`src/hw/bridge_consts.svh`:
```
`ifndef BRIDGE_CONSTS_SVH
`define BRIDGE_CONSTS_SVH

// ----------------------------------------
// bus widths

`define BRIDGE_AW 32  // address
`define BRIDGE_DW 32  // data
`define BRIDGE_IW 12  // axi id as seen on the gp port
`define BRIDGE_LW 4   // axi3 burst length field

// ----------------------------------------
// axi response codes

`define BRIDGE_RESP_OKAY   2'b00
`define BRIDGE_RESP_SLVERR 2'b10

// ----------------------------------------
// acknowledge timeout

// cycles after the strobe before giving up on sys_ack_i
`define BRIDGE_ACK_TIMEOUT 32

// counter must hold the full timeout value
`define BRIDGE_TO_W 6

`endif
```
`src/hw/bridge_pkg.sv`:
```
`default_nettype none

package bridge_pkg;

  `include "bridge_consts.svh"

  // bus payload types
  typedef logic [`BRIDGE_AW-1:0]   addr_t;     // byte address
  typedef logic [`BRIDGE_DW-1:0]   data_t;     // one data word
  typedef logic [`BRIDGE_DW/8-1:0] sel_t;      // byte select, one bit per lane
  typedef logic [`BRIDGE_IW-1:0]   axi_id_t;   // echoed back unchanged
  typedef logic [`BRIDGE_LW-1:0]   axi_len_t;  // beats minus one
  typedef logic [1:0]              resp_t;     // bresp / rresp encoding

  // request capture fsm
  typedef enum logic [2:0] {
    CAP_IDLE,        // nothing taken yet
    CAP_WR_COLLECT,  // one write channel in, other one pending
    CAP_RD_HOLD,     // read request presented to sequencer
    CAP_WR_HOLD,     // write request presented to sequencer
    CAP_DRAIN        // burst address in, swallowing data beats
  } cap_state_t;

  // system bus sequencer fsm
  typedef enum logic [1:0] {
    SEQ_IDLE,
    SEQ_WAIT_ACK,  // strobe issued, ack outstanding
    SEQ_DONE       // result latched, response side still busy
  } seq_state_t;

endpackage

`default_nettype wire

```
`src/hw/bridge_if.sv`:
```
`timescale 1ns/10ps
`default_nettype none

// ----------------------------------------
// capture -> sequencer request

interface sys_req_if;
  import bridge_pkg::*;

  logic    valid;  // level, held until the cycle after done
  logic    we;     // 1 write, 0 read
  addr_t   addr;
  data_t   wdata;
  sel_t    sel;    // all ones for reads
  axi_id_t id;
  logic    bad;    // burst, never goes on the bus
  logic    done;   // one cycle, from sequencer

  modport src (
    output valid, we, addr, wdata, sel, id, bad,
    input  done
  );

  modport dst (
    input  valid, we, addr, wdata, sel, id, bad,
    output done
  );

endinterface

// ----------------------------------------
// sequencer -> response side

interface sys_rsp_if;
  import bridge_pkg::*;

  logic    push;   // one cycle per transaction
  logic    we;     // selects b or r channel
  data_t   rdata;
  resp_t   resp;
  axi_id_t id;
  logic    busy;   // response still waiting for the master

  modport src (
    output push, we, rdata, resp, id,
    input  busy
  );

  modport dst (
    input  push, we, rdata, resp, id,
    output busy
  );

endinterface

`default_nettype wire

```
`src/hw/axi_gp_bridge.sv`:
```
`timescale 1ns/10ps
`default_nettype none

module axi_gp_bridge (
  input  wire                      axi0_clk_i,  // also system clock
  input  wire                      rst_n_i,
  // axi write address
  input  wire bridge_pkg::axi_id_t  awid_i,
  input  wire bridge_pkg::addr_t    awaddr_i,
  input  wire bridge_pkg::axi_len_t awlen_i,
  input  wire                      awvalid_i,
  output wire                      awready_o,
  // axi write data
  input  wire bridge_pkg::data_t    wdata_i,
  input  wire bridge_pkg::sel_t     wstrb_i,
  input  wire                      wlast_i,
  input  wire                      wvalid_i,
  output wire                      wready_o,
  // axi write response
  output wire bridge_pkg::axi_id_t  bid_o,
  output wire bridge_pkg::resp_t    bresp_o,
  output wire                      bvalid_o,
  input  wire                      bready_i,
  // axi read address
  input  wire bridge_pkg::axi_id_t  arid_i,
  input  wire bridge_pkg::addr_t    araddr_i,
  input  wire bridge_pkg::axi_len_t arlen_i,
  input  wire                      arvalid_i,
  output wire                      arready_o,
  // axi read data
  output wire bridge_pkg::axi_id_t  rid_o,
  output wire bridge_pkg::data_t    rdata_o,
  output wire bridge_pkg::resp_t    rresp_o,
  output wire                      rlast_o,
  output wire                      rvalid_o,
  input  wire                      rready_i,
  // system bus
  output logic                     sys_rstn_o,  // registered reset, active low
  output wire bridge_pkg::addr_t    sys_addr_o,
  output wire bridge_pkg::data_t    sys_wdata_o,
  output wire bridge_pkg::sel_t     sys_sel_o,
  output wire                      sys_wen_o,
  output wire                      sys_ren_o,
  input  wire bridge_pkg::data_t    sys_rdata_i,
  input  wire                      sys_err_i,
  input  wire                      sys_ack_i
);

  sys_req_if u_req_if ();
  sys_rsp_if u_rsp_if ();

  // one flop, peripherals leave reset a cycle after the bridge
  always_ff @(posedge axi0_clk_i) begin
    sys_rstn_o <= rst_n_i;
  end

  // ----------------------------------------
  // input side

  axi_req_capture u_axi_req_capture (
    .clk_i     (axi0_clk_i),
    .rst_n_i   (rst_n_i),
    .awid_i    (awid_i),
    .awaddr_i  (awaddr_i),
    .awlen_i   (awlen_i),
    .awvalid_i (awvalid_i),
    .awready_o (awready_o),
    .wdata_i   (wdata_i),
    .wstrb_i   (wstrb_i),
    .wlast_i   (wlast_i),
    .wvalid_i  (wvalid_i),
    .wready_o  (wready_o),
    .arid_i    (arid_i),
    .araddr_i  (araddr_i),
    .arlen_i   (arlen_i),
    .arvalid_i (arvalid_i),
    .arready_o (arready_o),
    .req       (u_req_if)
  );

  // bus strobes and ack wait
  sys_bus_sequencer u_sys_bus_sequencer (
    .clk_i       (axi0_clk_i),
    .rst_n_i     (rst_n_i),
    .req         (u_req_if),
    .rsp         (u_rsp_if),
    .sys_addr_o  (sys_addr_o),
    .sys_wdata_o (sys_wdata_o),
    .sys_sel_o   (sys_sel_o),
    .sys_wen_o   (sys_wen_o),
    .sys_ren_o   (sys_ren_o),
    .sys_rdata_i (sys_rdata_i),
    .sys_err_i   (sys_err_i),
    .sys_ack_i   (sys_ack_i)
  );

  // b and r channels
  axi_resp_gen u_axi_resp_gen (
    .clk_i    (axi0_clk_i),
    .rst_n_i  (rst_n_i),
    .rsp      (u_rsp_if),
    .bid_o    (bid_o),
    .bresp_o  (bresp_o),
    .bvalid_o (bvalid_o),
    .bready_i (bready_i),
    .rid_o    (rid_o),
    .rdata_o  (rdata_o),
    .rresp_o  (rresp_o),
    .rlast_o  (rlast_o),
    .rvalid_o (rvalid_o),
    .rready_i (rready_i)
  );

endmodule

`default_nettype wire

```
`src/hw/axi_resp_gen.sv`:
```
`timescale 1ns/10ps
`default_nettype none

module axi_resp_gen (
  input  wire                 clk_i,
  input  wire                 rst_n_i,
  sys_rsp_if.dst              rsp,
  // write response channel
  output bridge_pkg::axi_id_t bid_o,
  output bridge_pkg::resp_t   bresp_o,
  output logic                bvalid_o,
  input  wire                 bready_i,
  // read data channel
  output bridge_pkg::axi_id_t rid_o,
  output bridge_pkg::data_t   rdata_o,
  output bridge_pkg::resp_t   rresp_o,
  output logic                rlast_o,
  output logic                rvalid_o,
  input  wire                 rready_i
);
  import bridge_pkg::*;

  logic    bvalid_q, rvalid_q;
  axi_id_t bid_q, rid_q;
  resp_t   bresp_q, rresp_q;
  data_t   rdata_q;

  // ----------------------------------------
  // valids, cleared by the matching ready

  always_ff @(posedge clk_i) begin
    if (!rst_n_i) begin
      bvalid_q <= 1'b0;
      rvalid_q <= 1'b0;
    end else begin
      if (bvalid_q && bready_i) begin
        bvalid_q <= 1'b0;
      end
      if (rvalid_q && rready_i) begin
        rvalid_q <= 1'b0;
      end
      if (rsp.push) begin          // sequencer only pushes when not busy
        if (rsp.we) begin
          bvalid_q <= 1'b1;
        end else begin
          rvalid_q <= 1'b1;
        end
      end
    end
  end

  // response payload
  always_ff @(posedge clk_i) begin
    if (rsp.push && rsp.we) begin
      bid_q   <= rsp.id;
      bresp_q <= rsp.resp;
    end
    if (rsp.push && !rsp.we) begin
      rid_q   <= rsp.id;
      rdata_q <= rsp.rdata;
      rresp_q <= rsp.resp;
    end
  end

  // ----------------------------------------
  // outputs

  assign bid_o    = bid_q;
  assign bresp_o  = bresp_q;
  assign bvalid_o = bvalid_q;

  assign rid_o    = rid_q;
  assign rdata_o  = rdata_q;
  assign rresp_o  = rresp_q;
  assign rlast_o  = 1'b1;          // single beat, bursts answer once
  assign rvalid_o = rvalid_q;

  // one response outstanding at a time
  assign rsp.busy = bvalid_q | rvalid_q;

endmodule

`default_nettype wire

```
`src/hw/sys_bus_sequencer.sv`:
```
`timescale 1ns/10ps
`default_nettype none

module sys_bus_sequencer (
  input  wire                   clk_i,
  input  wire                   rst_n_i,
  sys_req_if.dst                req,
  sys_rsp_if.src                rsp,
  // system bus
  output bridge_pkg::addr_t     sys_addr_o,
  output bridge_pkg::data_t     sys_wdata_o,
  output bridge_pkg::sel_t      sys_sel_o,
  output logic                  sys_wen_o,
  output logic                  sys_ren_o,
  input  wire bridge_pkg::data_t sys_rdata_i,
  input  wire                   sys_err_i,
  input  wire                   sys_ack_i
);
  import bridge_pkg::*;
  `include "bridge_consts.svh"

  localparam logic [`BRIDGE_TO_W-1:0] TO_LIMIT = `BRIDGE_ACK_TIMEOUT;

  seq_state_t              state_q, state_nxt;
  logic [`BRIDGE_TO_W-1:0] to_cnt_q;    // cycles since strobe
  logic                    strobe;
  logic                    finish;      // ack, timeout or bad request seen
  logic                    push;
  data_t                   rdata_q, fin_rdata;
  resp_t                   resp_q, fin_resp;

  // first cycle with valid, bad requests never strobe
  assign strobe = (state_q == SEQ_IDLE) & req.valid & ~req.bad;

  assign finish = ((state_q == SEQ_IDLE) & req.valid & (req.bad | sys_ack_i)) |
                  ((state_q == SEQ_WAIT_ACK) & (sys_ack_i | (to_cnt_q == TO_LIMIT)));

  assign push = (finish | (state_q == SEQ_DONE)) & ~rsp.busy;

  // ----------------------------------------
  // response value

  always_comb begin
    if (state_q == SEQ_DONE) begin
      fin_rdata = rdata_q;                 // latched while waiting
      fin_resp  = resp_q;
    end else if (req.bad) begin
      fin_rdata = '0;
      fin_resp  = `BRIDGE_RESP_SLVERR;
    end else if (sys_ack_i) begin
      fin_rdata = sys_rdata_i;
      fin_resp  = sys_err_i ? `BRIDGE_RESP_SLVERR : `BRIDGE_RESP_OKAY;
    end else begin
      fin_rdata = '0;                      // timed out
      fin_resp  = `BRIDGE_RESP_SLVERR;
    end
  end

  // next state
  always_comb begin
    state_nxt = state_q;
    case (state_q)
      SEQ_IDLE, SEQ_WAIT_ACK: begin
        if (finish) begin
          state_nxt = push ? SEQ_IDLE : SEQ_DONE;
        end else if (strobe) begin
          state_nxt = SEQ_WAIT_ACK;
        end
      end
      SEQ_DONE: begin
        if (push) begin
          state_nxt = SEQ_IDLE;
        end
      end
      default: state_nxt = SEQ_IDLE;
    endcase
  end

  always_ff @(posedge clk_i) begin
    if (!rst_n_i) begin
      state_q  <= SEQ_IDLE;
      to_cnt_q <= '0;
    end else begin
      state_q <= state_nxt;
      if (strobe) begin
        to_cnt_q <= 'd1;
      end else if (state_q == SEQ_WAIT_ACK) begin
        to_cnt_q <= to_cnt_q + 1'b1;
      end
    end
  end

  // hold result for a stalled response side
  always_ff @(posedge clk_i) begin
    if (finish) begin
      rdata_q <= fin_rdata;
      resp_q  <= fin_resp;
    end
  end

  // ----------------------------------------
  // outputs

  assign sys_addr_o  = req.addr;   // held by capture until done
  assign sys_wdata_o = req.wdata;
  assign sys_sel_o   = req.sel;
  assign sys_wen_o   = strobe & req.we;
  assign sys_ren_o   = strobe & ~req.we;

  assign req.done  = push;
  assign rsp.push  = push;
  assign rsp.we    = req.we;
  assign rsp.id    = req.id;
  assign rsp.rdata = fin_rdata;
  assign rsp.resp  = fin_resp;

endmodule

`default_nettype wire

```
`src/hw/axi_req_capture.sv`:
```
`timescale 1ns/10ps
`default_nettype none

module axi_req_capture (
  input  wire                      clk_i,
  input  wire                      rst_n_i,
  // write address channel
  input  wire bridge_pkg::axi_id_t  awid_i,
  input  wire bridge_pkg::addr_t    awaddr_i,
  input  wire bridge_pkg::axi_len_t awlen_i,
  input  wire                      awvalid_i,
  output logic                     awready_o,
  // write data channel
  input  wire bridge_pkg::data_t    wdata_i,
  input  wire bridge_pkg::sel_t     wstrb_i,
  input  wire                      wlast_i,
  input  wire                      wvalid_i,
  output logic                     wready_o,
  // read address channel
  input  wire bridge_pkg::axi_id_t  arid_i,
  input  wire bridge_pkg::addr_t    araddr_i,
  input  wire bridge_pkg::axi_len_t arlen_i,
  input  wire                      arvalid_i,
  output logic                     arready_o,
  // request to sequencer
  sys_req_if.src                   req
);
  import bridge_pkg::*;

  cap_state_t state_q, state_nxt;
  logic       aw_got_q, aw_got_nxt;  // write address taken
  logic       w_got_q, w_got_nxt;    // final data beat taken
  logic       awready_q, wready_q;
  logic       ar_en_q;               // read side open, idle only
  logic       aw_fire, w_fire, ar_fire;
  axi_len_t   len_now;
  axi_len_t   beat_cnt_q;            // beats seen before wlast

  // payload, no reset
  addr_t      addr_q;
  data_t      wdata_q;
  sel_t       sel_q;
  axi_id_t    id_q;
  axi_len_t   len_q;

  // pending write blocks the read so writes go first
  assign awready_o = awready_q;
  assign wready_o  = wready_q;
  assign arready_o = ar_en_q & ~awvalid_i & ~wvalid_i;

  assign aw_fire = awvalid_i & awready_o;
  assign w_fire  = wvalid_i & wready_o;
  assign ar_fire = arvalid_i & arready_o;

  assign len_now = aw_fire ? awlen_i : len_q;

  // ----------------------------------------
  // next state

  always_comb begin
    state_nxt  = state_q;
    aw_got_nxt = aw_got_q | aw_fire;
    w_got_nxt  = w_got_q | (w_fire & wlast_i);
    case (state_q)
      CAP_IDLE, CAP_WR_COLLECT: begin
        if (ar_fire) begin
          state_nxt = CAP_RD_HOLD;  // only possible from idle
        end else if (aw_got_nxt && w_got_nxt) begin
          state_nxt = CAP_WR_HOLD;
        end else if (aw_got_nxt && (len_now != '0)) begin
          state_nxt = CAP_DRAIN;    // burst, eat the rest of the beats
        end else if (aw_fire || w_fire) begin
          state_nxt = CAP_WR_COLLECT;
        end
      end
      CAP_DRAIN: begin
        if (w_got_nxt) begin
          state_nxt = CAP_WR_HOLD;
        end
      end
      CAP_RD_HOLD, CAP_WR_HOLD: begin
        if (req.done) begin
          state_nxt  = CAP_IDLE;
          aw_got_nxt = 1'b0;
          w_got_nxt  = 1'b0;
        end
      end
      default: state_nxt = CAP_IDLE;
    endcase
  end

  // ----------------------------------------
  // control regs, readys follow next state

  always_ff @(posedge clk_i) begin
    if (!rst_n_i) begin
      state_q    <= CAP_IDLE;
      aw_got_q   <= 1'b0;
      w_got_q    <= 1'b0;
      beat_cnt_q <= '0;
      awready_q  <= 1'b0;
      wready_q   <= 1'b0;
      ar_en_q    <= 1'b0;
    end else begin
      state_q   <= state_nxt;
      aw_got_q  <= aw_got_nxt;
      w_got_q   <= w_got_nxt;
      awready_q <= ((state_nxt == CAP_IDLE) || (state_nxt == CAP_WR_COLLECT)) & ~aw_got_nxt;
      wready_q  <= ((state_nxt == CAP_IDLE) || (state_nxt == CAP_WR_COLLECT) ||
                    (state_nxt == CAP_DRAIN)) & ~w_got_nxt;
      ar_en_q   <= (state_nxt == CAP_IDLE);
      if (req.done) begin
        beat_cnt_q <= '0;
      end else if (w_fire && !wlast_i) begin
        beat_cnt_q <= beat_cnt_q + 1'b1;  // non-final beats
      end
    end
  end

  // payload capture
  always_ff @(posedge clk_i) begin
    if (aw_fire) begin
      addr_q <= awaddr_i;
      id_q   <= awid_i;
      len_q  <= awlen_i;
    end
    if (ar_fire) begin
      addr_q <= araddr_i;
      id_q   <= arid_i;
      len_q  <= arlen_i;
      sel_q  <= '1;         // reads take whole word
    end
    if (w_fire) begin
      wdata_q <= wdata_i;   // only single beats reach the bus
      sel_q   <= wstrb_i;
    end
  end

  // request out, all from registers
  assign req.valid = (state_q == CAP_RD_HOLD) || (state_q == CAP_WR_HOLD);
  assign req.we    = (state_q == CAP_WR_HOLD);
  assign req.addr  = addr_q;
  assign req.wdata = wdata_q;
  assign req.sel   = sel_q;
  assign req.id    = id_q;
  assign req.bad   = (len_q != '0) || (beat_cnt_q != len_q);  // beat count vs awlen

endmodule

`default_nettype wire

```
`config.mk`:
```
export PLATFORM = sky130hd
export DESIGN_NAME = axi_gp_bridge
export DESIGN_NICKNAME = d
export VERILOG_FILES = /design/src/hw/bridge_pkg.sv /design/src/hw/bridge_if.sv /design/src/hw/axi_gp_bridge.sv /design/src/hw/axi_resp_gen.sv /design/src/hw/sys_bus_sequencer.sv /design/src/hw/axi_req_capture.sv
export VERILOG_INCLUDE_DIRS = /design/src /design/src/hw
export SDC_FILE = /design/constraint.sdc
export NUM_CORES = 1
export LEC_CHECK = 0
export BUFFER_PORTS_ARGS = -buffer_cell sky130_fd_sc_hd__buf_2
export CAP_MARGIN = 20
export CORE_MARGIN = 4
export CORE_UTILIZATION = 50
export CTS_BUF_LIST = sky130_fd_sc_hd__clkbuf_4 sky130_fd_sc_hd__clkbuf_8
export CTS_CLUSTER_SIZE = 12
export DETAILED_ROUTE_END_ITERATION = 8
export HOLD_SLACK_MARGIN = 0.05
export PLACE_DENSITY = 0.88
export REMOVE_ABC_BUFFERS = 1
export SYNTH_ARGS = -nofsm -noshare
export SYNTH_HDL_FRONTEND = slang
export SYNTH_SLANG_ARGS = --single-unit
```
`constraint.sdc`:
```
create_clock -name axi0_clk_i -period 5.6 [get_ports axi0_clk_i]
set_clock_uncertainty 0.15 [all_clocks]
set_input_delay 1.12 -clock axi0_clk_i [delete_from_list [all_inputs] [get_ports axi0_clk_i]]
set_output_delay 1.12 -clock axi0_clk_i [all_outputs]
set_load 0.005 [all_outputs]
```
==> impl_metrics.csv <==
group,metric,value,unit
status,outcome,"completed",
clocking,post_cts_gate_resize_count,0,
setup_path,worst-r2r-cell-count,6,
logic_synthesis,yosys_warnings,0,
place,place_inst,1012,
clocking,cts-buffers-inserted,30,
drt,wire_per_inst,17.7,um
drt,first_iter_violations,320,
place,post_dp_cell_area,0.00930,mm^2
clocking,worstSkewPairLatency,0.52,ns
timing,final.setup.tns,0,ns
setup_path,ff2ff_setup_slack,2.99,ns
clocking,number_of_sinks_driven_by_the_clock_tree,201,
clocking,clockBufferDepth,3,
clocking,holdBufCountCts,0,
power,vdd.ir_drop.worst,0.221,mV
setup_path,kind_of_capture_point_of_the_worst_setup_path,"output pin",
logic_synthesis,yosysUniqueCellTypes,47,
place,placement.io_buffers,309,
drt,drc_viols,0,
final_layout,layout-drive-gt1-share,42.6,%
setup_path,timing.critical_path.depth,5,
clocking,clock-root-buffer,"clkbuf_8",
final_layout,diodes,0,
place,globalplace.congestion,0.899,
logic_synthesis,synth_area_leaders,"edfxtp_1 (69%), nand2_1 (7.9%), dfxtp_1 (7.1%), a22o_1 (3.7%), nor2_1 (1.1%)",
drt,pre_repair_dr_iteration_count,4,
timing,rsz0062_at_grt,"false",
logic_synthesis,synth_enable_flop_cells,174,
die,design.die.area,0.0172,mm^2
hold_path,worst_hold_path.num_cells,0,
global_routing,grt_pass1_wl,28800,um
logic_synthesis,yosysSeqAreaShare,75.9,%
final_layout,multi_input_comb_area,0.00168,mm^2
clocking,post-cts-setup-buffer-count,0,
drt,route.final.wire_length,18800,um
setup_path,crit-reg2reg-launch,"u_sys_bus_sequencer.to_cnt_q[1]",
logic_synthesis,post-synth-top-count-cell,"edfxtp_1",
die,core-area,0.0147,mm^2
setup_path,signal_arrival_time_at_the_worst_endpoint,2.00,ns
logic_synthesis,mean_instance_size_in_the_synthesized_netlist,14.1,um^2
timing,report.final.setup_viol,0,
hold_path,hold_path_endpoint,"u_axi_resp_gen.bid_o[7]",
drt,route.vias.total,5536,
timing,max_slew_margin,31.9,%
global_routing,grt-ovfl-total,0,
final_layout,final-seq-area,0.00577,mm^2
setup_path,worst-endpoint-required,4.33,ns
clocking,level_count_of_the_clock_h_tree,1,
die,overall_die_height,131,um
die,total_i_o_pin_count,311,
setup_path,worstPathCellList,"nor4_2 -> and2_1 -> nand3_2 -> nor2_1 -> buf_2",
global_routing,grt_use_total,20.8,%
die,start_util,51.7,%
power,power_density,373,mW/mm^2
logic_synthesis,synth.cell_area,0.00760,mm^2
global_routing,antenna_found_initial,0,
clocking,clk_pin_slew_worst_paths,0.06,ns
logic_synthesis,post_synth_inst_count,538,
flow_run,cap_violations,0,
timing,final_max_slew_viol_count,0,
logic_synthesis,yosys_most_used_dff,"edfxtp_1",
place,hpwl,13800,um
logic_synthesis,async_flop_share,0,%
hold_path,min_path_type,"reg -> reg",
final_layout,final_design_area_no_fill,0.00989,mm^2
timing,worst_pin_slew,1.02,ns
timing,max_clock_freq,0.306,GHz
logic_synthesis,portion_of_synthesized_cell_area_occupied_by_the_leading_cell_type,68.8,%
timing,portion_of_the_clock_cycle_consumed_by_the_worst_path_in_the_final_layout,58.4,%
drt,viasPerCell,5.19,
drt,ant_nets,0,
final_layout,final_cells,1066,
setup_path,timing.critical_path.buf_inv,1,
global_routing,grt_max_degree,57,
hold_path,hold_path.startpoint,"u_axi_req_capture.req.id[7]",
final_layout,fillerInstances,1000,
final_layout,finish.net_count,1038,
logic_synthesis,post_synth_most_frequent_cells,"edfxtp_1 (174), nand2_1 (159), a22o_1 (32)",
setup_path,cp_peak_stage_delay,0.40,ns
logic_synthesis,number_of_storage_elements_in_the_synthesis_netlist,201,
setup_path,critPathSlowestCell,"nor4_2",
timing,layout_setup_ws,2.33,ns
setup_path,rr_endpoint,"u_axi_resp_gen.bresp_o[1]",
clocking,cts_tree,"built",
global_routing,grt_pass1_vias,5494,
setup_path,maximum_fanout_along_the_worst_path,6,
place,post-place-ws,2.57,ns
setup_path,top_delay_family_on_crit_path,"simple AND/OR/NAND/NOR gates",
setup_path,criticalPathCategory,"reg -> out",
logic_synthesis,top_cell_type_by_total_area_after_synthesis,"edfxtp_1",
setup_path,critical_path.startpoint_type,"flip-flop",
timing,hold_viol,0,
timing,period_minus_slack,3.27,ns
die,die_width,131,um
die,std_cell_rows,44,
final_layout,synthToLayoutAreaGrowth,30.1,%
power,cellLeakagePower,4.22,nW
timing,final_hold_slack,0.298,ns
routing by layer:
metal / track usage, % / wire length [um] / up-vias
met1: 25.7 / 7080 / 2595
met3: 6.31 / 1960 / 40
met5: 0 / 0 / -
met2: 35.7 / 9290 / 314
li1: - / - / 2587
met4: 6.18 / 481 / 0
cell families (layout without fill, tap and decap cells):
logic type	after synthesis	in the layout	share of synthesized area [%]
simple gates	220	220	12.5
flops	201	201	75.9
compound gates	68	68	7.05
buf+inv	32	376	2.44
xor+xnor	8	8	0.922
mux	5	5	0.659
fa+ha+maj	3	3	0.494
other cells	1	1	0.0493
through the flow:
stage	power, mW	utilization, %
after floorplan	2.29	-
after global placement	2.57	63.2
after detailed placement	2.59	63.2
after CTS	3.72	67.1
after global routing	3.87	67.3
final	3.69	67.3
cell usage in the layout (no fill, tap or decap), types with 9 or more instances in the layout:
master / netlist / final
clkbuf_8: 0 / 31
edfxtp_1: 174 / 174
nand2_1: 159 / 158
o21ai_0: 9 / 9
dfxtp_1: 27 / 27
a22o_1: 32 / 32
a21oi_1: 10 / 10
nor2_1: 22 / 22
clkinv_1: 0 / 11
buf_2: 4 / 309
flip-flops by register name, summed over array words and instances (netlist names), 3 cells and up:
register,flops
u_axi_req_capture.state_q,3
u_axi_req_capture.req.id,12
u_axi_resp_gen.rid_o,12
u_sys_bus_sequencer.to_cnt_q,6
u_axi_resp_gen.rdata_o,32
u_axi_req_capture.beat_cnt_q,4
u_sys_bus_sequencer.rdata_q,32
u_axi_resp_gen.bid_o,12
u_axi_req_capture.req.sel,4
u_axi_req_capture.len_q,4
u_axi_req_capture.req.wdata,32
u_axi_req_capture.req.addr,32
worst max-delay path by stage:
stage                               startpoint                         endpoint  slack, ns
floorplan                            awvalid_i        u_axi_req_capture.ar_en_q      -0.59
global placement                      wvalid_i  u_axi_req_capture.req.wdata[10]       2.59
detailed placement                    wvalid_i   u_axi_req_capture.req.wdata[4]       2.57
CTS                 u_axi_req_capture.len_q[0]                        sys_wen_o       2.33
global route        u_axi_req_capture.len_q[0]                        sys_wen_o       2.19
finish              u_axi_req_capture.len_q[0]                        sys_ren_o       2.33
power breakdown:
part           internal [mW]  switching, mW  total, mW
sequential              1.91         0.0931       2.00
clock                  0.601          0.519       1.12
combinational          0.229          0.339      0.568
area by class of cell:
| class | count | share of cell area [%] |
|---|---|---|
| well taps | 184 | 2.33 |
| multi-input cells | 305 | 17.0 |
| inverters | 7 | 0.266 |
| repair buffers | 316 | 16.4 |
| clock inverters | 15 | 0.873 |
| clock buffers | 38 | 4.85 |
| flip-flops and latches | 201 | 58.3 |
No activity file was read; power rests on OpenSTA's default activity.
